<file path="src/source/gb_io_pkg.sv">
// ----------------------------------------------------------
// shared definitions for the I/O and internal memory side
// address map, interrupt vectors, serial timing
// gb_addr_t union with its io and wram views
// ----------------------------------------------------------
`default_nettype none

package gb_io_pkg;

	// ----------------------------------------------------------
	// address map
	// ----------------------------------------------------------
	localparam logic [7:0] PAGE_IO   = 8'hFF;   // register page
	localparam logic [7:0] ADDR_JOYP = 8'h00;   // P1
	localparam logic [7:0] ADDR_SB   = 8'h01;   // serial data
	localparam logic [7:0] ADDR_SC   = 8'h02;   // serial control
	localparam logic [7:0] ADDR_IF   = 8'h0F;
	localparam logic [7:0] ADDR_SVBK = 8'h70;   // colour mode only
	localparam logic [7:0] ADDR_IE   = 8'hFF;

	// C000 and D000 share one 8k region, bank_sel splits them
	localparam logic [2:0] REGION_WRAM0 = 3'b110;
	localparam logic [2:0] REGION_WRAM1 = 3'b110;

	localparam int HRAM_DEPTH = 127;   // FF80..FFFE
	localparam int WRAM_BANKS = 8;     // 4k each

	// ----------------------------------------------------------
	// interrupts
	// ----------------------------------------------------------
	localparam int IRQ_COUNT  = 5;
	localparam int IRQ_VBLANK = 0;     // highest priority
	localparam int IRQ_LCD    = 1;
	localparam int IRQ_TIMER  = 2;
	localparam int IRQ_SERIAL = 3;
	localparam int IRQ_JOYPAD = 4;

	localparam logic [7:0] IRQ_VEC_BASE = 8'h40;
	localparam logic [7:0] IRQ_VEC_STEP = 8'h08;
	localparam logic [7:0] IRQ_VEC_NONE = 8'h55;   // nothing pending

	// serial timing, internal clock
	localparam int         SERIAL_BIT_CYCLES = 512;
	localparam logic [3:0] SERIAL_BITS       = 4'd8;

	localparam logic [7:0] OPEN_BUS = 8'hFF;   // unmapped reads

	// two readings of the same 16-bit cpu address
	typedef struct packed {
		logic [7:0] page;     // high byte
		logic [7:0] offset;   // register offset on the page
	} io_view_t;

	typedef struct packed {
		logic [2:0]  region;     // 8k region
		logic        bank_sel;   // 0 = C000 half, 1 = D000 half
		logic [11:0] offset;     // byte within the 4k bank
	} wram_view_t;

	typedef union packed {
		io_view_t   io;
		wram_view_t wram;
	} gb_addr_t;

endpackage

`default_nettype wire

</file>
<file path="src/source/io_bus_if.sv">
// ----------------------------------------------------------
// internal register bus between decoder and targets
// address, write data, write strobe, one select per target
// ----------------------------------------------------------
`default_nettype none

interface io_bus_if import gb_io_pkg::*; ();

	gb_addr_t   addr;    // cpu address, both views
	logic [7:0] wdata;
	logic       wr;

	// selects, already qualified by mode
	logic sel_joyp;
	logic sel_sc;
	logic sel_if;
	logic sel_ie;
	logic sel_svbk;   // only high in colour mode
	logic sel_wram;   // C000..DFFF
	logic sel_hram;   // FF80..FFFE

	// decode side drives everything
	modport decoder (
		output addr,
		output wdata,
		output wr,
		output sel_joyp,
		output sel_sc,
		output sel_if,
		output sel_ie,
		output sel_svbk,
		output sel_wram,
		output sel_hram
	);

	// peripherals only listen
	modport target (
		input addr,
		input wdata,
		input wr,
		input sel_joyp,
		input sel_sc,
		input sel_if,
		input sel_ie,
		input sel_svbk,
		input sel_wram,
		input sel_hram
	);

endinterface

`default_nettype wire

</file>
<file path="src/source/joypad.sv">
// ----------------------------------------------------------
// joypad
// P1 select bits and the 2x4 key matrix readback
// synchronizer and falling-edge press detector
// ----------------------------------------------------------
`default_nettype none

module joypad import gb_io_pkg::*; (
	input  logic       clk_cpu,
	input  logic       reset,
	io_bus_if.target   bus,
	input  logic [7:0] joystick,   // active high, one bit per key
	output logic [7:0] joyp_rdata,
	output logic       press_irq
);

	logic [1:0] p54;        // select bits, 0 = row enabled
	logic [3:0] dir_keys;   // right left up down
	logic [3:0] btn_keys;   // a b select start
	logic [3:0] lines;
	logic [3:0] sync_1;
	logic [3:0] sync_2;
	logic [3:0] lines_q;    // previous synced sample

	// active low, deselected row floats high
	assign dir_keys = ~{joystick[2], joystick[3], joystick[1], joystick[0]} | {4{p54[0]}};
	assign btn_keys = ~{joystick[7], joystick[6], joystick[5], joystick[4]} | {4{p54[1]}};
	assign lines    = dir_keys & btn_keys;

	assign joyp_rdata = {2'b11, p54, lines};

	// any line going 1 -> 0
	assign press_irq = |(lines_q & ~sync_2);

	always_ff @(posedge clk_cpu) begin
		if (reset) begin
			p54     <= 2'b00;
			sync_1  <= 4'hF;   // all released
			sync_2  <= 4'hF;
			lines_q <= 4'hF;
		end else begin
			if (bus.sel_joyp && bus.wr)
				p54 <= bus.wdata[5:4];
			sync_1  <= lines;
			sync_2  <= sync_1;
			lines_q <= sync_2;
		end
	end

endmodule

`default_nettype wire

</file>
<file path="src/flat_wrapper.sv">
// flat-port wrapper written by rule: the top's interface ports become plain ports
module joypad_flat import gb_io_pkg::*;
  (clk_cpu, reset, joystick, joyp_rdata, press_irq, bus_addr, bus_wdata, bus_wr, bus_sel_joyp, bus_sel_sc, bus_sel_if, bus_sel_ie, bus_sel_svbk, bus_sel_wram, bus_sel_hram);
  io_bus_if bus_i ();
  input  logic clk_cpu;
  input  logic reset;
  input  logic [7:0] joystick;
  output logic [7:0] joyp_rdata;
  output logic press_irq;
  input wire logic [$bits(bus_i.addr)-1:0] bus_addr;
  input wire logic [$bits(bus_i.wdata)-1:0] bus_wdata;
  input wire logic [$bits(bus_i.wr)-1:0] bus_wr;
  input wire logic [$bits(bus_i.sel_joyp)-1:0] bus_sel_joyp;
  input wire logic [$bits(bus_i.sel_sc)-1:0] bus_sel_sc;
  input wire logic [$bits(bus_i.sel_if)-1:0] bus_sel_if;
  input wire logic [$bits(bus_i.sel_ie)-1:0] bus_sel_ie;
  input wire logic [$bits(bus_i.sel_svbk)-1:0] bus_sel_svbk;
  input wire logic [$bits(bus_i.sel_wram)-1:0] bus_sel_wram;
  input wire logic [$bits(bus_i.sel_hram)-1:0] bus_sel_hram;
  assign bus_i.addr = bus_addr;
  assign bus_i.wdata = bus_wdata;
  assign bus_i.wr = bus_wr;
  assign bus_i.sel_joyp = bus_sel_joyp;
  assign bus_i.sel_sc = bus_sel_sc;
  assign bus_i.sel_if = bus_sel_if;
  assign bus_i.sel_ie = bus_sel_ie;
  assign bus_i.sel_svbk = bus_sel_svbk;
  assign bus_i.sel_wram = bus_sel_wram;
  assign bus_i.sel_hram = bus_sel_hram;
  joypad u_core (.clk_cpu(clk_cpu), .reset(reset), .bus(bus_i), .joystick(joystick), .joyp_rdata(joyp_rdata), .press_irq(press_irq));
endmodule
</file>
<file path="config.mk">
export PLATFORM = sky130hd
export DESIGN_NAME = joypad_flat
export DESIGN_NICKNAME = d
export VERILOG_FILES = /design/src/source/gb_io_pkg.sv /design/src/source/io_bus_if.sv /design/src/source/joypad.sv /design/src/flat_wrapper.sv
export SDC_FILE = /design/constraint.sdc
export NUM_CORES = 1
export LEC_CHECK = 0
export BUFFER_PORTS_ARGS = -buffer_cell sky130_fd_sc_hd__buf_2
export CAP_MARGIN = 20
export CORE_UTILIZATION = 37
export DETAILED_ROUTE_END_ITERATION = 10
export PLACE_DENSITY = 0.91
export SYNTH_ARGS = -nofsm -noshare
export SYNTH_HDL_FRONTEND = slang
export SYNTH_SLANG_ARGS = --single-unit
</file>
<file path="constraint.sdc">
create_clock -name clk_cpu -period 1.94 [get_ports clk_cpu]
set_input_delay 0.582 -clock clk_cpu [delete_from_list [all_inputs] [get_ports clk_cpu]]
set_output_delay 0.582 -clock clk_cpu [all_outputs]
set_load 0.01 [all_outputs]
</file>
==> run_results.csv <==
group,metric,value,unit
status,run_status,"complete, no violations",
final_layout,final_cell_mix,"20 x buf_2, 14 x dfxtp_1, 12 x nand2b_1, 6 x or2_1, 5 x and2_1",
final_layout,seq_area,280,sq um
final_layout,finalNetCount,119,
drt,routed_wl,845,um
final_layout,fill_cells,126,
worst_hold_path,hold_class,"reg -> reg",
yosys,yosysWarnings,0,
placed_design,portBuffers,20,
sta,setup_tns,0,ps
placed_design,place_area,642,sq um
drt,postRouteAntennaNets,0,
yosys,syn_area_per_cell,10.1,sq um
run,cap_violations,0,
drt,drtIter0Drc,1,
cts,cts_sinks,14,
setup_path,startpoint_type,"flop",
final_layout,multi_input_area,239,sq um
power,peakVddDrop,0.000414,V
setup_path,crit_slowest_cell,"dfxtp_1",
die,die_y,40.4,um
yosys,synth_cells,54,
die,initial_core_util,40.9,%
global_route,grt_max_degree,17,
setup_path,crit_path_end_kind,"output port",
yosys,ys_ff_latch,14,
cts,cts_root_buf,"clkbuf_4",
yosys,synth_xor_area_share,0,%
final_layout,final_area,678,sq um
cts,cts_tree,"done",
cts,cts_resized,0,
cts,path_clk_slew,80,ps
drt,drt_pre_antenna_iters,2,
drt,vias_per_cell,4.43,
die,io_pins,51,
power,p_total,0.000581,W
setup_path,slowest_delay,430,ps
setup_path,reg2reg_from,"u_core.p54[0]",
final_layout,areaGrowthSynthToFinish,24.3,%
yosys,synth_top_family_by_area,"simple AND/OR/NAND/NOR gates",
global_route,grt_pass1_wl,1210,um
yosys,yosys-mux-area-fraction,0,%
cts,cts_inserted_buffers,3,
sta,post-route-period-util,86.7,%
final_layout,mostFrequentLayoutCell,"buf_2",
global_route,track_usage,12.0,%
setup_path,startpoint,"u_core.p54[0]",
global_route,gr-total-overflow,0,
yosys,yosys.area_share.adder,0,%
cts,clk_path_buf_depth,2,
final_layout,drive_above_1_share,35.5,%
yosys,synth-compound-area-share,8.94,%
die,rows,13,
cts,worstSkewPairLatency,270,ps
sta,maxSlewViolCount,0,
die,dieArea,1630,sq um
power,p_leak,0.327,nW
drt,vias,403,
placed_design,dp_hpwl,613,um
setup_path,cp_max_fo,6,
final_layout,antenna_cells,0,
power,power_density,857,nW/um^2
yosys,yosysUniqueCellTypes,14,
setup_path,cp.required,1360,ps
global_route,antenna_found_initial,0,
global_route,grt_pass1_vias,338,
setup_path,cp.arrival,1100,ps
cts,post_cts_buffers,0,
setup_path,crit_path_cell_trace,"nand2b_1 -> and2_1 -> buf_2",
sta,rsz0062_at_grt,"no",
yosys,synth_area,546,sq um
die,core,1330,sq um
cts,cts_hold_buf,0,
die,fp.dieW,40.4,um
setup_path,critical_path_class,"reg -> out",
drt,remaining_drc_errors,0,
cts,h-tree-depth,1,
yosys,synth-simple-area-share,33.5,%
placed_design,gp_congestion,0.654,
drt,wl_per_cell,9.29,um
worst_hold_path,min_from,"u_core.sync_1[2]",
yosys,seq_area_frac_synth,51.4,%
sta,finClkSkew,6.26,ps
sta,setup_viol,0,
sta,hold_viol_final,0,
sta,max_freq,0.595,GHz
sta,post-route-min-period,1680,ps
[flip-flops by register name, summed over array words and instances, names as in the netlist]
register and flops:
u_core.lines_q 4, u_core.sync_1 4, u_core.p54 2, u_core.sync_2 4
[layout make-up]
cell class | instances | area share, %
sequential | 14 | 41.3
inverter | 1 | 0.554
timing repair buffer | 20 | 14.8
tap | 15 | 2.77
multi-input combinational | 37 | 35.2
clock buffer | 4 | 5.35
[final timing paths]
path | cells past startpoint | to | slack (ps)
hold reg to reg | 1 | u_core.sync_2[2] | 410
setup reg to reg | 2 | u_core.sync_1[3] | 1120
hold / removal | 1 | u_core.sync_2[2] | 410
setup / recovery | 3 | joyp_rdata[0] | 260
[stage by stage]
stage | instances | setup slack [ps] | hold slack [ps] | utilization (%)
2_1_floorplan | 55 | 551 | 383 | -
5_1_grt | 91 | 195 | 430 | 50.8
6_report | 91 | 258 | 407 | 50.8
4_1_cts | 91 | 244 | 407 | 50.8
3_3_place_gp | 87 | 370 | 386 | 48.1
3_5_place_dp | 87 | 358 | 388 | 48.1
[per-layer routing]
layer  global-route usage (%)  share of wire [%]  up-vias
met1                     12.1                 45      170
li1                         -                  -      214
met4                     12.5                1.1        0
met2                     19.0                 48       17
met5                        0                  0        -
met3                     3.33                6.4        2
[cells by family (layout without fill, tap and decap cells)]
family	count (synthesis)	in the layout
compound gates	7	7
buf+inv	4	25
flops	14	14
other cells	1	2
simple gates	28	28
[Yosys cell counts]
cell type	count	area, sq um
dfxtp_1	14	280
a21o_1	4	30.0
nand4b_1	2	17.5
o21ai_1	2	10.0
buf_4	2	15.0
o2111ai_1	1	8.76
and2_1	5	31.3
buf_6	1	11.3
conb_1	1	3.75
nand2b_2	1	8.76
inv_1	1	3.75
or2_1	6	37.5
or2_2	2	12.5
nand2b_1	12	75.1
[worst max-delay path, delay by kind of cell (launching register included)]
| kind | cells | cell delay, ps |
|---|---|---|
| buffers and inverters | 1 | 120 |
| and+or+nand+nor | 2 | 270 |
| DFF | 1 | 430 |
[where the power goes]
group          switching, W  internal, W
combinational     0.0000301    0.0000375
sequential       0.00000629     0.000303
clock             0.0000902     0.000114
total              0.000127     0.000455
(Power assumes the default switching activity.)
