### config.mk
export PLATFORM = sky130hd
export DESIGN_NAME = interrupt_ctrl_flat
export DESIGN_NICKNAME = d
export VERILOG_FILES = /design/src/source/gb_io_pkg.sv /design/src/source/io_bus_if.sv /design/src/source/interrupt_ctrl.sv /design/src/flat_wrapper.sv
export SDC_FILE = /design/constraint.sdc
export NUM_CORES = 1
export LEC_CHECK = 0
export BUFFER_PORTS_ARGS = -buffer_cell sky130_fd_sc_hd__buf_4
export CAP_MARGIN = 20
export CORE_MARGIN = 1.5
export CORE_UTILIZATION = 30
export DETAILED_ROUTE_END_ITERATION = 10
export PLACE_DENSITY = 0.75
export SYNTH_ARGS = -nofsm -noshare
export SYNTH_HDL_FRONTEND = slang
export SYNTH_SLANG_ARGS = --single-unit
### constraint.sdc
create_clock -name clk_cpu -period 1.2 [get_ports clk_cpu]
set_clock_uncertainty 0.05 [all_clocks]
set_input_delay 0.18 -clock clk_cpu [delete_from_list [all_inputs] [get_ports clk_cpu]]
set_output_delay 0.18 -clock clk_cpu [all_outputs]
set_load 0.05 [all_outputs]
### src/source/gb_io_pkg.sv
// ----------------------------------------------------------
// shared definitions for the I/O and internal memory side
// address map, interrupt vectors, serial timing
// gb_addr_t union with its io and wram views
// ----------------------------------------------------------
`default_nettype none

package gb_io_pkg;

	// ----------------------------------------------------------
	// address map
	// ----------------------------------------------------------
	localparam logic [7:0] PAGE_IO   = 8'hFF;   // register page
	localparam logic [7:0] ADDR_JOYP = 8'h00;   // P1
	localparam logic [7:0] ADDR_SB   = 8'h01;   // serial data
	localparam logic [7:0] ADDR_SC   = 8'h02;   // serial control
	localparam logic [7:0] ADDR_IF   = 8'h0F;
	localparam logic [7:0] ADDR_SVBK = 8'h70;   // colour mode only
	localparam logic [7:0] ADDR_IE   = 8'hFF;

	// C000 and D000 share one 8k region, bank_sel splits them
	localparam logic [2:0] REGION_WRAM0 = 3'b110;
	localparam logic [2:0] REGION_WRAM1 = 3'b110;

	localparam int HRAM_DEPTH = 127;   // FF80..FFFE
	localparam int WRAM_BANKS = 8;     // 4k each

	// ----------------------------------------------------------
	// interrupts
	// ----------------------------------------------------------
	localparam int IRQ_COUNT  = 5;
	localparam int IRQ_VBLANK = 0;     // highest priority
	localparam int IRQ_LCD    = 1;
	localparam int IRQ_TIMER  = 2;
	localparam int IRQ_SERIAL = 3;
	localparam int IRQ_JOYPAD = 4;

	localparam logic [7:0] IRQ_VEC_BASE = 8'h40;
	localparam logic [7:0] IRQ_VEC_STEP = 8'h08;
	localparam logic [7:0] IRQ_VEC_NONE = 8'h55;   // nothing pending

	// serial timing, internal clock
	localparam int         SERIAL_BIT_CYCLES = 512;
	localparam logic [3:0] SERIAL_BITS       = 4'd8;

	localparam logic [7:0] OPEN_BUS = 8'hFF;   // unmapped reads

	// two readings of the same 16-bit cpu address
	typedef struct packed {
		logic [7:0] page;     // high byte
		logic [7:0] offset;   // register offset on the page
	} io_view_t;

	typedef struct packed {
		logic [2:0]  region;     // 8k region
		logic        bank_sel;   // 0 = C000 half, 1 = D000 half
		logic [11:0] offset;     // byte within the 4k bank
	} wram_view_t;

	typedef union packed {
		io_view_t   io;
		wram_view_t wram;
	} gb_addr_t;

endpackage

`default_nettype wire

### src/source/io_bus_if.sv
// ----------------------------------------------------------
// internal register bus between decoder and targets
// address, write data, write strobe, one select per target
// ----------------------------------------------------------
`default_nettype none

interface io_bus_if import gb_io_pkg::*; ();

	gb_addr_t   addr;    // cpu address, both views
	logic [7:0] wdata;
	logic       wr;

	// selects, already qualified by mode
	logic sel_joyp;
	logic sel_sc;
	logic sel_if;
	logic sel_ie;
	logic sel_svbk;   // only high in colour mode
	logic sel_wram;   // C000..DFFF
	logic sel_hram;   // FF80..FFFE

	// decode side drives everything
	modport decoder (
		output addr,
		output wdata,
		output wr,
		output sel_joyp,
		output sel_sc,
		output sel_if,
		output sel_ie,
		output sel_svbk,
		output sel_wram,
		output sel_hram
	);

	// peripherals only listen
	modport target (
		input addr,
		input wdata,
		input wr,
		input sel_joyp,
		input sel_sc,
		input sel_if,
		input sel_ie,
		input sel_svbk,
		input sel_wram,
		input sel_hram
	);

endinterface

`default_nettype wire

### src/source/interrupt_ctrl.sv
// ----------------------------------------------------------
// interrupt controller
// IF and IE registers, fixed priority vector
// acknowledge clears the winning request
// ----------------------------------------------------------
`default_nettype none

module interrupt_ctrl import gb_io_pkg::*; (
	input  logic                 clk_cpu,
	input  logic                 reset,
	io_bus_if.target             bus,
	input  logic [IRQ_COUNT-1:0] irq_req,   // one-cycle pulses
	input  logic                 irq_ack,
	output logic [7:0]           if_rdata,
	output logic [7:0]           ie_rdata,
	output logic                 irq_n,
	output logic [7:0]           irq_vector
);

	logic [IRQ_COUNT-1:0] if_reg;
	logic [IRQ_COUNT-1:0] ie_reg;
	logic [IRQ_COUNT-1:0] pending;
	logic [IRQ_COUNT-1:0] ack_mask;   // lowest pending bit only
	logic [2:0]           irq_idx;

	assign pending  = if_reg & ie_reg;
	assign ack_mask = pending & (~pending + 1'b1);   // isolate lowest set bit

	// lowest bit wins, scan from the top down
	always_comb begin
		irq_idx = '0;
		for (int i = IRQ_COUNT - 1; i >= 0; i--) begin
			if (pending[i])
				irq_idx = 3'(i);
		end
	end

	assign irq_n      = ~|pending;
	assign irq_vector = irq_n ? IRQ_VEC_NONE : IRQ_VEC_BASE + IRQ_VEC_STEP * {5'd0, irq_idx};

	// unused upper bits read 1 in IF, 0 in IE
	assign if_rdata = {3'b111, if_reg};
	assign ie_rdata = {3'b000, ie_reg};

	always_ff @(posedge clk_cpu) begin
		if (reset) begin
			if_reg <= '0;
			ie_reg <= '0;
		end else begin
			if (bus.sel_ie && bus.wr)
				ie_reg <= bus.wdata[IRQ_COUNT-1:0];

			// write beats ack, a new event beats both
			if (bus.sel_if && bus.wr)
				if_reg <= bus.wdata[IRQ_COUNT-1:0] | irq_req;
			else if (irq_ack)
				if_reg <= (if_reg & ~ack_mask) | irq_req;
			else
				if_reg <= if_reg | irq_req;
		end
	end

endmodule

`default_nettype wire

### src/flat_wrapper.sv
// flat-port wrapper written by rule: the top's interface ports become plain ports
module interrupt_ctrl_flat import gb_io_pkg::*;
  (clk_cpu, reset, irq_req, irq_ack, if_rdata, ie_rdata, irq_n, irq_vector, bus_addr, bus_wdata, bus_wr, bus_sel_joyp, bus_sel_sc, bus_sel_if, bus_sel_ie, bus_sel_svbk, bus_sel_wram, bus_sel_hram);
  io_bus_if bus_i ();
  input  logic clk_cpu;
  input  logic reset;
  input  logic [IRQ_COUNT-1:0] irq_req;
  input  logic irq_ack;
  output logic [7:0] if_rdata;
  output logic [7:0] ie_rdata;
  output logic irq_n;
  output logic [7:0] irq_vector;
  input wire logic [$bits(bus_i.addr)-1:0] bus_addr;
  input wire logic [$bits(bus_i.wdata)-1:0] bus_wdata;
  input wire logic [$bits(bus_i.wr)-1:0] bus_wr;
  input wire logic [$bits(bus_i.sel_joyp)-1:0] bus_sel_joyp;
  input wire logic [$bits(bus_i.sel_sc)-1:0] bus_sel_sc;
  input wire logic [$bits(bus_i.sel_if)-1:0] bus_sel_if;
  input wire logic [$bits(bus_i.sel_ie)-1:0] bus_sel_ie;
  input wire logic [$bits(bus_i.sel_svbk)-1:0] bus_sel_svbk;
  input wire logic [$bits(bus_i.sel_wram)-1:0] bus_sel_wram;
  input wire logic [$bits(bus_i.sel_hram)-1:0] bus_sel_hram;
  assign bus_i.addr = bus_addr;
  assign bus_i.wdata = bus_wdata;
  assign bus_i.wr = bus_wr;
  assign bus_i.sel_joyp = bus_sel_joyp;
  assign bus_i.sel_sc = bus_sel_sc;
  assign bus_i.sel_if = bus_sel_if;
  assign bus_i.sel_ie = bus_sel_ie;
  assign bus_i.sel_svbk = bus_sel_svbk;
  assign bus_i.sel_wram = bus_sel_wram;
  assign bus_i.sel_hram = bus_sel_hram;
  interrupt_ctrl u_core (.clk_cpu(clk_cpu), .reset(reset), .bus(bus_i), .irq_req(irq_req), .irq_ack(irq_ack), .if_rdata(if_rdata), .ie_rdata(ie_rdata), .irq_n(irq_n), .irq_vector(irq_vector));
endmodule
==> flow_metrics.py <==
metrics = {
    "outcome": {
        "status": "finished, violations left",
        "violations": "negative setup slack",
    },
    "grt": {
        "grt_start_max_net_pins": 12,
        "antenna_found_initial": 0,
        "grt_pass1_vias": 682,
        "grt_use_total_pct": 18.1,
        "grt_overflow_total": 0,
        "grt_pass1_wl_um": 2820,
    },
    "power_and_ir_drop": {
        "comb_power_share_pct": 42.0,
        "power_frac_seq_pct": 34.6,
        "p_leak_uw": 0.000475,
        "internal-power_uw": 637,
        "p_sw_share_pct": 40.2,
        "p_total_uw": 1070,
        "irDropWorstVdd_mv": 0.403,
        "clockPowerShare_pct": 23.5,
        "power_switching_uw": 429,
        "p_per_area_mw_per_mm2": 1030,
    },
    "clock_network": {
        "cts_buffer_depth": 2,
        "clk_latency_ps": 270,
        "htree_levels": 1,
        "cts-root-buf": "clkbuf_4",
        "cts_tree": "built",
        "numCtsBuffers": 3,
        "holdBufCountCts": 0,
        "clock-sinks": 10,
        "clk_pin_slew_ps": 70,
    },
    "floorplan": {
        "dieArea_mm2": 0.00225,
        "num_io_pins": 65,
        "start_util_pct": 33.2,
        "rows": 15,
        "die_x_um": 47.4,
        "core-area_mm2": 0.00178,
        "die_h_um": 47.4,
    },
    "yosys": {
        "ys_seq_area_share_pct": 33.8,
        "synthCells": 78,
        "syn_area_um2": 592,
        "yosys.cell_types.count": 23,
        "ys_warn_count": 0,
        "ys_ff_latch": 10,
        "synth.avg_cell_area_um2": 7.59,
    },
    "route": {
        "drc_errors": 0,
        "first_pass_iters": 4,
        "wirelength_um": 1840,
        "drt_iter0_drc": 5,
        "via_per_inst": 4.80,
        "drtAntennaViolNets": 0,
        "num_vias": 687,
        "wl_per_cell_um": 12.9,
    },
    "sta": {
        "hold_viol_final": 0,
        "drv_slew": 0,
        "finalCriticalPeriod_ps": 1630,
        "rsz0062_at_grt": "true",
        "final-setup-viol-count": 8,
        "hold-worst-slack_ps": 92.4,
        "fmax_mhz": 615,
        "fin_ws_ps": -427,
        "fin_crit_sh_pct": 136,
    },
    "placed_design": {
        "dp_hpwl_um": 1370,
        "gp_congestion": 0.804,
        "placed_cells": 137,
        "io_buffers": 31,
        "post_dp_cell_area_um2": 931,
    },
    "cells_and_area": {
        "multi_input_area_um2": 369,
        "nets": 159,
        "regArea_um2": 230,
        "area_delta_synth_final_pct": 74.4,
        "layout_common_cells": "buf_4 (34), a21oi_1 (14), nand2_1 (10)",
        "fill_cells": 159,
        "design_area_mm2": 0.00103,
        "layout-drive-gt1-share_pct": 58.5,
        "diodes": 0,
        "layout_commonest_cell": "buf_4",
        "final_cells": 143,
        "utilization_pct": 57.9,
    },
    "setup_path": {
        "start_kind": "flop",
        "max_stage_delay_ps": 340,
        "cp_max_fo": 5,
        "crit_slowest_cell": "dfxtp_4",
        "arrival_ps": 1400,
        "critPathBufInv": 1,
        "crit_type": "flop to output port",
        "path_delay_family": "flip-flops",
        "required_ps": 970,
        "timing.critical_path.to_type": "output port",
        "path_cells": "a22o_4, nor3b_4, buf_6",
    },
    "flow_run": {
        "maxCapViolCount": 0,
    },
    "min_path": {
        "hold_path_class": "input pin to flop",
    },
}
-- layer usage --
metal / GRT usage (%) / routed length [µm] / vias to the layer above
met5: 0 / 0 / -
met4: 10.6 / 29 / 0
met3: 3.02 / 135 / 4
met2: 32.4 / 927 / 35
met1: 19.9 / 747 / 313
li1: - / - / 335
-- cell families (layout without fill, tap and decap cells) --
kind of cell,count (synthesis),after routing,share of synthesized area (%)
AO/OA/AOI/OAI,22,22,22.6
buffers and inverters,17,50,20.3
flip-flops,10,10,33.8
other,2,9,1.27
AND/OR/NAND/NOR,27,27,22.0
-- timing repair --
item                                    4_1_cts  5_1_grt
pin swaps                                     7        3
endpoints found under the setup margin        8       10
buffers inserted                              2        0
gates resized for setup                      13        5
-- Yosys cell counts, drive strengths merged --
cell	count	area share, %
o21ai	1	0.84
inv	3	1.9
buf	13	18
a311o	1	1.7
conb	2	1.3
nor2	2	1.3
a21boi	1	1.3
nor3	1	0.84
clkbuf	1	0.63
a21oi	14	12
nand3b	1	1.3
nand2	12	7.6
o311ai	1	1.5
and2	3	3.6
dfxtp	10	34
nand3	6	5.1
nor4	1	1.1
a22o	2	3.0
o22ai	1	1.1
o41ai	1	1.5
nor3b	1	1.3
-- final cells by class --
| class | instances | share of cell area [%] |
|---|---|---|
| inverters | 3 | 1.09 |
| well taps | 25 | 3.03 |
| repair buffers | 43 | 35.3 |
| flip-flops and latches | 10 | 22.3 |
| clock buffers | 4 | 2.55 |
| multi-input cells | 58 | 35.8 |
-- worst register-to-register path, cell delays in order (launching register included) --
cell and delay (ps):
dfxtp_4 340, a22o_4 290, buf_4 150, nor4_1 250
o22ai_1 130
-- final timing paths --
check | depth (start not counted) | start | slack (ps) | end
max | 3 | u_core.if_reg[1]$_SDFF_PP0_ | -430 | irq_n
max reg2reg | 4 | u_core.if_reg[1]$_SDFF_PP0_ | -120 | u_core.if_reg[4]$_SDFF_PP0_
min | 2 | reset | 90 | u_core.if_reg[2]$_SDFF_PP0_
min reg2reg | 2 | u_core.ie_reg[4]$_SDFFE_PP0P_ | 430 | u_core.ie_reg[4]$_SDFFE_PP0P_
-- metrics by stage --
| stage | setup WS, ps | TNS [ps] |
|---|---|---|
| final | -427 | -2250 |
| after global routing | -462 | -2580 |
| after CTS | -406 | -2180 |
| after detailed placement | -104 | -501 |
| after global placement | -73.5 | -326 |
| after floorplan | -541 | -1740 |
-- power by group through the flow --
stage | Combinational (µW) | Clock (µW) | Sequential (µW)
global placement | 408 | 0 | 374
detailed placement | 413 | 0 | 376
finish | 447 | 250 | 369
global route | 469 | 275 | 371
CTS | 439 | 256 | 368
floorplan | 235 | 0 | 454
Power figures use the tool's default switching activity.
