==> config.mk <==
export PLATFORM = sky130hd
export DESIGN_NAME = serial_port_flat
export DESIGN_NICKNAME = d
export VERILOG_FILES = /design/src/source/gb_io_pkg.sv /design/src/source/io_bus_if.sv /design/src/source/serial_port.sv /design/src/flat_wrapper.sv
export SDC_FILE = /design/constraint.sdc
export NUM_CORES = 1
export LEC_CHECK = 0
export ABC_AREA = 1
export BUFFER_PORTS_ARGS = -buffer_cell sky130_fd_sc_hd__buf_2
export CAP_MARGIN = 40
export CORE_MARGIN = 2
export CORE_UTILIZATION = 40
export CTS_BUF_LIST = sky130_fd_sc_hd__clkbuf_8 sky130_fd_sc_hd__clkbuf_16
export CTS_CLUSTER_DIAMETER = 100
export DETAILED_ROUTE_END_ITERATION = 12
export PLACE_DENSITY = 0.82
export SKIP_CTS_REPAIR_TIMING = 1
export SLEW_MARGIN = 10
export SYNTH_ARGS = -nofsm -noshare
export SYNTH_HDL_FRONTEND = slang
export SYNTH_SLANG_ARGS = --single-unit
==> constraint.sdc <==
create_clock -name clk_cpu -period 1.2 [get_ports clk_cpu]
set_input_delay 0.06 -clock clk_cpu [delete_from_list [all_inputs] [get_ports clk_cpu]]
set_output_delay 0.06 -clock clk_cpu [all_outputs]
set_load 0.02 [all_outputs]
==> src/source/gb_io_pkg.sv <==
// ----------------------------------------------------------
// shared definitions for the I/O and internal memory side
// address map, interrupt vectors, serial timing
// gb_addr_t union with its io and wram views
// ----------------------------------------------------------
`default_nettype none

package gb_io_pkg;

	// ----------------------------------------------------------
	// address map
	// ----------------------------------------------------------
	localparam logic [7:0] PAGE_IO   = 8'hFF;   // register page
	localparam logic [7:0] ADDR_JOYP = 8'h00;   // P1
	localparam logic [7:0] ADDR_SB   = 8'h01;   // serial data
	localparam logic [7:0] ADDR_SC   = 8'h02;   // serial control
	localparam logic [7:0] ADDR_IF   = 8'h0F;
	localparam logic [7:0] ADDR_SVBK = 8'h70;   // colour mode only
	localparam logic [7:0] ADDR_IE   = 8'hFF;

	// C000 and D000 share one 8k region, bank_sel splits them
	localparam logic [2:0] REGION_WRAM0 = 3'b110;
	localparam logic [2:0] REGION_WRAM1 = 3'b110;

	localparam int HRAM_DEPTH = 127;   // FF80..FFFE
	localparam int WRAM_BANKS = 8;     // 4k each

	// ----------------------------------------------------------
	// interrupts
	// ----------------------------------------------------------
	localparam int IRQ_COUNT  = 5;
	localparam int IRQ_VBLANK = 0;     // highest priority
	localparam int IRQ_LCD    = 1;
	localparam int IRQ_TIMER  = 2;
	localparam int IRQ_SERIAL = 3;
	localparam int IRQ_JOYPAD = 4;

	localparam logic [7:0] IRQ_VEC_BASE = 8'h40;
	localparam logic [7:0] IRQ_VEC_STEP = 8'h08;
	localparam logic [7:0] IRQ_VEC_NONE = 8'h55;   // nothing pending

	// serial timing, internal clock
	localparam int         SERIAL_BIT_CYCLES = 512;
	localparam logic [3:0] SERIAL_BITS       = 4'd8;

	localparam logic [7:0] OPEN_BUS = 8'hFF;   // unmapped reads

	// two readings of the same 16-bit cpu address
	typedef struct packed {
		logic [7:0] page;     // high byte
		logic [7:0] offset;   // register offset on the page
	} io_view_t;

	typedef struct packed {
		logic [2:0]  region;     // 8k region
		logic        bank_sel;   // 0 = C000 half, 1 = D000 half
		logic [11:0] offset;     // byte within the 4k bank
	} wram_view_t;

	typedef union packed {
		io_view_t   io;
		wram_view_t wram;
	} gb_addr_t;

endpackage

`default_nettype wire

==> src/source/io_bus_if.sv <==
// ----------------------------------------------------------
// internal register bus between decoder and targets
// address, write data, write strobe, one select per target
// ----------------------------------------------------------
`default_nettype none

interface io_bus_if import gb_io_pkg::*; ();

	gb_addr_t   addr;    // cpu address, both views
	logic [7:0] wdata;
	logic       wr;

	// selects, already qualified by mode
	logic sel_joyp;
	logic sel_sc;
	logic sel_if;
	logic sel_ie;
	logic sel_svbk;   // only high in colour mode
	logic sel_wram;   // C000..DFFF
	logic sel_hram;   // FF80..FFFE

	// decode side drives everything
	modport decoder (
		output addr,
		output wdata,
		output wr,
		output sel_joyp,
		output sel_sc,
		output sel_if,
		output sel_ie,
		output sel_svbk,
		output sel_wram,
		output sel_hram
	);

	// peripherals only listen
	modport target (
		input addr,
		input wdata,
		input wr,
		input sel_joyp,
		input sel_sc,
		input sel_if,
		input sel_ie,
		input sel_svbk,
		input sel_wram,
		input sel_hram
	);

endinterface

`default_nettype wire

==> src/source/serial_port.sv <==
// ----------------------------------------------------------
// dummy serial port
// SC register, bit-period divider and bit counter
// transfer-complete interrupt, no data shifted
// ----------------------------------------------------------
`default_nettype none

module serial_port import gb_io_pkg::*; (
	input  logic       clk_cpu,
	input  logic       reset,
	io_bus_if.target   bus,
	output logic [7:0] sc_rdata,
	output logic       serial_irq
);

	logic                                 sc_start;   // bit 7, transfer running
	logic                                 sc_clk;     // bit 0, internal clock
	logic [$clog2(SERIAL_BIT_CYCLES)-1:0] div_cnt;    // cycles left in this bit
	logic [3:0]                           bit_cnt;    // bits left
	logic                                 running;

	assign running  = sc_start && sc_clk;   // external clock never ticks here
	assign sc_rdata = {sc_start, 6'h3F, sc_clk};

	// all bits gone, fires in the cycle the start bit drops
	assign serial_irq = running && (bit_cnt == '0);

	always_ff @(posedge clk_cpu) begin
		if (reset) begin
			sc_start <= 1'b0;
			sc_clk   <= 1'b0;
			div_cnt  <= '1;
			bit_cnt  <= SERIAL_BITS;
		end else if (bus.sel_sc && bus.wr) begin
			sc_start <= bus.wdata[7];
			sc_clk   <= bus.wdata[0];
			if (bus.wdata[7]) begin   // (re)start transfer
				div_cnt <= '1;   // power-of-two period, reload is all ones
				bit_cnt <= SERIAL_BITS;
			end
		end else if (running) begin
			div_cnt <= div_cnt - 1'b1;   // wraps to all ones each bit
			if (div_cnt == '0 && bit_cnt != '0)
				bit_cnt <= bit_cnt - 1'b1;
			if (bit_cnt == '0) begin   // done
				sc_start <= 1'b0;
				div_cnt  <= '1;
				bit_cnt  <= SERIAL_BITS;
			end
		end
	end

endmodule

`default_nettype wire

==> src/flat_wrapper.sv <==
// flat-port wrapper written by rule: the top's interface ports become plain ports
module serial_port_flat import gb_io_pkg::*;
  (clk_cpu, reset, sc_rdata, serial_irq, bus_addr, bus_wdata, bus_wr, bus_sel_joyp, bus_sel_sc, bus_sel_if, bus_sel_ie, bus_sel_svbk, bus_sel_wram, bus_sel_hram);
  io_bus_if bus_i ();
  input  logic clk_cpu;
  input  logic reset;
  output logic [7:0] sc_rdata;
  output logic serial_irq;
  input wire logic [$bits(bus_i.addr)-1:0] bus_addr;
  input wire logic [$bits(bus_i.wdata)-1:0] bus_wdata;
  input wire logic [$bits(bus_i.wr)-1:0] bus_wr;
  input wire logic [$bits(bus_i.sel_joyp)-1:0] bus_sel_joyp;
  input wire logic [$bits(bus_i.sel_sc)-1:0] bus_sel_sc;
  input wire logic [$bits(bus_i.sel_if)-1:0] bus_sel_if;
  input wire logic [$bits(bus_i.sel_ie)-1:0] bus_sel_ie;
  input wire logic [$bits(bus_i.sel_svbk)-1:0] bus_sel_svbk;
  input wire logic [$bits(bus_i.sel_wram)-1:0] bus_sel_wram;
  input wire logic [$bits(bus_i.sel_hram)-1:0] bus_sel_hram;
  assign bus_i.addr = bus_addr;
  assign bus_i.wdata = bus_wdata;
  assign bus_i.wr = bus_wr;
  assign bus_i.sel_joyp = bus_sel_joyp;
  assign bus_i.sel_sc = bus_sel_sc;
  assign bus_i.sel_if = bus_sel_if;
  assign bus_i.sel_ie = bus_sel_ie;
  assign bus_i.sel_svbk = bus_sel_svbk;
  assign bus_i.sel_wram = bus_sel_wram;
  assign bus_i.sel_hram = bus_sel_hram;
  serial_port u_core (.clk_cpu(clk_cpu), .reset(reset), .bus(bus_i), .sc_rdata(sc_rdata), .serial_irq(serial_irq));
endmodule
==> results of run 1 <==
area by class of cell:
| class | count | area (um^2) | share of cell area |
|---|---|---|---|
| Multi-Input combinational cell | 92 | 620.6 | 0.5051 |
| Sequential cell | 15 | 310.3 | 0.2525 |
| Timing Repair Buffer | 23 | 173.9 | 0.1415 |
| Inverter | 12 | 45.04 | 0.03666 |
| Clock buffer | 3 | 41.29 | 0.03360 |
| Tap cell | 27 | 33.78 | 0.02749 |
| Clock inverter | 1 | 3.754 | 0.003055 |
synth_stat cells, types with 2 or more instances:
master    instances
o21ai_0           4
dfxtp_1          15
nand3_1          18
o211ai_1          2
buf_4             8
nor2_2            3
nand4_1           2
ha_1              3
a21oi_1           2
nor2_1           14
nand2_2           3
nand2_1          26
inv_1            12
through the flow:
| step | power (uW) | hold WS [ns] |
|---|---|---|
| floorplan | 632.2 | 0.1291 |
| global placement | 645.4 | 0.3151 |
| detailed placement | 649.2 | 0.3343 |
| CTS | 1053 | 0.07153 |
| global route | 1125 | 0.1007 |
| finish | 1079 | 0.08851 |
flip-flops by register name, summed over array words and instances (netlist names):
register         cells
u_core.sc_clk        1
u_core.bit_cnt       4
u_core.div_cnt       9
u_core.sc_start      1
power by group through the flow:
stage	sequential, uW	combinational (uW)	clock [uW]
finish	519	153	407
global route	520	169	436
detailed placement	527	122	0
global placement	527	118	0
CTS	517	123	413
floorplan	528	104	0
cell families (layout without fill, tap and decap cells):
kind of cell,after synthesis,count (layout),share of synthesized area
buffers and inverters,21,39,0.1352
XOR/XNOR,2,2,0.02035
AO/OA/AOI/OAI,9,10,0.07122
adder cells (fa/ha/maj),3,3,0.04361
AND/OR/NAND/NOR,70,71,0.3765
other,1,6,0.004356
flip-flops,15,15,0.3488
layer usage:
metal / up-vias / share of wire / GRT usage
met4: 0 / 0.0092 / 0.05405
met3: 4 / 0.039 / 0.05357
met1: 399 / 0.42 / 0.1688
met5: - / 0 / 0
li1: 431 / - / -
met2: 14 / 0.53 / 0.2434
cells in the final DEF, fill, tap and decap left out:
master | netlist | routed
nand2_1 | 26 | 20
a21oi_2 | 0 | 2
nor2_1 | 14 | 11
buf_6 | 1 | 5
or2_4 | 0 | 1
conb_1 | 1 | 6
nand3_4 | 0 | 1
nand4_1 | 2 | 2
nand2_4 | 1 | 5
buf_2 | 0 | 7
clkbuf_8 | 0 | 3
xnor2_1 | 1 | 1
ha_4 | 0 | 3
xor2_1 | 1 | 1
a21oi_4 | 1 | 1
nor2_2 | 3 | 2
nand3_1 | 18 | 15
o21ai_1 | 0 | 3
nand3_2 | 1 | 3
nor2_4 | 0 | 4
nand2_2 | 3 | 5
nand2_8 | 0 | 1
or2_0 | 1 | 1
inv_1 | 12 | 7
a21oi_1 | 2 | 1
o211ai_1 | 2 | 2
inv_2 | 0 | 6
buf_4 | 8 | 11
o21ai_0 | 4 | 1
dfxtp_1 | 15 | 7
dfxtp_2 | 0 | 8
worst max-delay path, stage by stage, from the launching register on:
cell and delay (ns):
dfxtp_2 0.32, inv_2 0.08, ha_4 0.15, nand2_4 0.06
buf_6 0.13, nor2_4 0.09, buf_6 0.12
path summary, 6_finish.rpt:
| kind | from | endpoint | slack (ns) | depth (start not counted) |
|---|---|---|---|---|
| min | reset | u_core.bit_cnt[2] | 0.09 | 2 |
| max reg2reg | u_core.bit_cnt[0] | u_core.bit_cnt[2] | -0.06 | 8 |
| min reg2reg | u_core.div_cnt[8] | u_core.div_cnt[8] | 0.47 | 2 |
| max | u_core.bit_cnt[1] | serial_irq | -0.06 | 6 |
==> results.cfg, run 1 <==
[outcome]
outcome = finished, violations left
violations = setup timing

[global_routing]
grt_pass1_vias = 680
antenna_found_initial = 0
grt-ovfl-total = 0
grt_usage = 0.1455
grt_pass1_wl_um = 2815
grt_max_degree = 14

[pwr]
p_seq_frac = 0.481
worst_ir_drop_vdd_mv = 0.6264
leakagePower_uw = 0.0005745
clkPwrFrac = 0.377
swShare = 0.2665
switching_power_uw = 287.6
share_comb_of_total_power = 0.141
power_density_mw_per_mm2 = 878.1
p_int_uw = 791.4

[yosys]
syn_inst = 121
yosys.area.top_type_share = 0.3488
ys_ff_latch = 15
ys_top_cells_by_area = dfxtp_1 35%, nand2_1 11%, nand3_1 10%, buf_4 7.0%, nor2_1 6.1%
yosysTopAreaCell = dfxtp_1
synth_area_um2 = 860.8
yosys_warnings = 0
ys_types = 22
seq_area_frac_synth = 0.3488
synthArstFlopShare = 0
ys.flop_type = dfxtp_1
avgSynthCellArea_um2 = 7.114
synth-edff-count = 0

[clock_network]
clockBufferDepth = 2
cts_sinks = 15
cts-buffers-inserted = 3
h-tree-depth = 1
clk_pin_slew_ns = 0.06
insertion_delay_ns = 0.25
cts_tree = done
root_buffer = clkbuf_8

[setup_path]
critical_path_arrival_ns = 1.20
critPathKind = flop to output port
critPathCaptureType = output port
required_ns = 1.14
cp_max_fo = 3
start_kind = flop

[drt]
drc = 0
via_count = 848
wl_um = 2072
viasPerCell = 4.902
final_antenna_net_count = 0
wl_per_cell_um = 11.98
dr.pass1.iters = 4
drt_iter0_markers = 8

[place]
port_buffers = 8
placed_cell_area_um2 = 994.7
dp_slack_ns = -0.1234
dp_cells = 165
dp_hpwl_um = 1232
globalplace.congestion = 0.8322

[final_layout]
drive_gt1_frac = 0.4658
area_delta_synth_final_pct = 42.73
fill_cells = 180
nNetsFinal = 184
layout.cells.non_filler = 173
diodes = 0
utilization = 0.6138
design_area_mm2 = 0.001229

[sta]
clock-skew-final_ns = 0.006065
max_freq_mhz = 795.6
min_period_ns = 1.257
setup_viol = 3
setup_tns_ns = -0.1165
finalCritPeriodShare = 1.047
rsz0062_at_grt = yes
setup_ws_ns = -0.05696
hold_violations = 0
slew_viol_final = 0

[die]
start_util = 0.4300
die_y_um = 50.39
fp.dieW_um = 50.39
fp.coreArea_mm2 = 0.002002
pin_count = 43
num_rows = 16
die-area_mm2 = 0.002539

[hold_path]
hp-class = input port to flop

[run]
cap_violations = 0
(Power assumes the default switching activity.)
==> inputs of run 2 (changes only) <==
--- a/config.mk
+++ b/config.mk
@@ -9,11 +9,11 @@
 export BUFFER_PORTS_ARGS = -buffer_cell sky130_fd_sc_hd__buf_2
 export CAP_MARGIN = 40
 export CORE_MARGIN = 2
-export CORE_UTILIZATION = 40
+export CORE_UTILIZATION = 42
 export CTS_BUF_LIST = sky130_fd_sc_hd__clkbuf_8 sky130_fd_sc_hd__clkbuf_16
 export CTS_CLUSTER_DIAMETER = 100
 export DETAILED_ROUTE_END_ITERATION = 12
-export PLACE_DENSITY = 0.82
+export PLACE_DENSITY = 0.78
 export SKIP_CTS_REPAIR_TIMING = 1
 export SLEW_MARGIN = 10
 export SYNTH_ARGS = -nofsm -noshare
==> constraint.sdc (replaced) <==
create_clock -name clk_cpu -period 1.4 [get_ports clk_cpu]
set_input_delay 0.07 -clock clk_cpu [delete_from_list [all_inputs] [get_ports clk_cpu]]
set_output_delay 0.07 -clock clk_cpu [all_outputs]
set_load 0.02 [all_outputs]
==> results.cfg, run 2 (synthesized netlist as in run 1, its figures left out) <==
[drt]
wl_um = 1713
dr.pass1.iters = 4
drt_iter0_markers = 14
wl_per_cell_um = 10.64
viasPerCell = 4.770
drc = 0
final_antenna_net_count = 0
via_count = 768

[die]
die_y_um = 49.27
pin_count = 43
fp.coreArea_mm2 = 0.001942
num_rows = 16
die-area_mm2 = 0.002428
fp.dieW_um = 49.27
start_util = 0.4433

[pwr]
power_density_mw_per_mm2 = 878.8
leakagePower_uw = 0.0005023
fin_total_pwr_uw = 900.5
worst_ir_drop_vdd_mv = 0.7750

[sta]
setup_tns_ns = 0
finalCritPeriodShare = 0.9420
hold_violations = 0
min_period_ns = 1.319
setup_viol = 0
clock-skew-final_ns = 0.007848
max_freq_mhz = 758.3
slew_viol_final = 0

[setup_path]
rr_endpoint = u_core.bit_cnt[2]
crit_chain = inv_1 > ha_2 > nand2_2 > buf_4 > nor2_1 > buf_4
critPathCaptureType = output port
required_ns = 1.33
start_kind = flop
crit_top_cell = buf_4
critPathKind = flop to output port
reg2reg_slack_ns = 0.12
r2r_cells = 8
slowest_stage = dfxtp_2
cp_max_fo = 3
max_stage_delay_ns = 0.33
critical_path_arrival_ns = 1.25
r2r_start = u_core.bit_cnt[0]

[global_routing]
grt_pass1_vias = 642
antenna_found_initial = 0
grt-ovfl-total = 0
grt_usage = 0.1376
grt_pass1_wl_um = 2594
grt_max_degree = 14

[final_layout]
layout_commonest_cell = nand2_1
largest-register = u_core.div_cnt
drive_gt1_frac = 0.2836
nNetsFinal = 172
reg_top3 = u_core.div_cnt: 9 flops, u_core.bit_cnt: 4 flops
utilization = 0.5277
largest_reg_flops = 9
design_area_mm2 = 0.001025
area_delta_synth_final_pct = 19.04
diodes = 0
final_cell_mix = 23 x nand2_1, 17 x nand3_1, 13 x nor2_1

[run]
cap_violations = 0

[clock_network]
h-tree-depth = 1
clockBufferDepth = 2
clk_pin_slew_ns = 0.07
cts_sinks = 15
cts_tree = done
insertion_delay_ns = 0.25
root_buffer = clkbuf_8
cts-buffers-inserted = 3

[hold_path]
hp-start = reset
hold_depth = 2
holdPathEnd = u_core.sc_start
hp-class = input port to flop

[place]
placed_cell_area_um2 = 912.1
port_buffers = 8
globalplace.congestion = 0.7899
dp_hpwl_um = 1198

[outcome]
outcome = finished clean
==> run 2: layout make-up <==
class,instances,area (um^2)
fillers,207,917.1
multi-input cells,91,523.0
flip-flops and latches,15,304.0
repair buffers,12,72.57
inverters,12,45.04
clock buffers,3,41.29
well taps,27,33.78
clock inverters,1,5.005
==> run 2: worst max path at each step <==
| stage | endpoint | slack [ns] | from | depth (start not counted) |
|---|---|---|---|---|
| 2_1_floorplan | u_core.div_cnt[1] | 0.15 | u_core.bit_cnt[0] | 6 |
| 3_3_place_gp | u_core.div_cnt[1] | 0.08 | u_core.bit_cnt[0] | 6 |
| 3_5_place_dp | u_core.div_cnt[1] | 0.06 | u_core.bit_cnt[0] | 6 |
| 4_1_cts | u_core.div_cnt[1] | 0.04 | u_core.bit_cnt[0] | 6 |
| 5_1_grt | u_core.bit_cnt[2] | -0.002 | u_core.bit_cnt[0] | 8 |
| 6_report | serial_irq | 0.08 | u_core.bit_cnt[0] | 6 |
==> run 2: worst max-delay path, delay by kind of cell (launching register included) <==
family	cells	cell delay (ns)
adder cells (fa/ha/maj)	1	0.17
flip-flops	1	0.33
AND/OR/NAND/NOR	2	0.15
buffers and inverters	3	0.35
==> run 2: where the power goes <==
part / switching, uW / leakage, uW / internal [uW]
clock: 153 / 0.0000255 / 197
combinational: 71.8 / 0.000354 / 33.7
sequential: 8.12 / 0.000123 / 437
total: 233 / 0.000502 / 668
==> run 2: stage by stage <==
step                instances  setup slack (ns)  hold slack (ns)
floorplan                 126            0.1454           0.1391
finish                    161           0.08124          0.09881
detailed placement        156           0.06028           0.3408
global route              161         -0.002410          0.09093
global placement          156           0.08300           0.3179
CTS                       160           0.03941          0.07122
==> run 2: metal layers <==
layer  wire length, um  vias to the layer above  GRT usage
met3                80                        0    0.05521
met4                 0                        0    0.02857
met2               865                       17     0.2275
met1               766                      350     0.1670
met5                 0                        -          0
li1                  -                      401          -
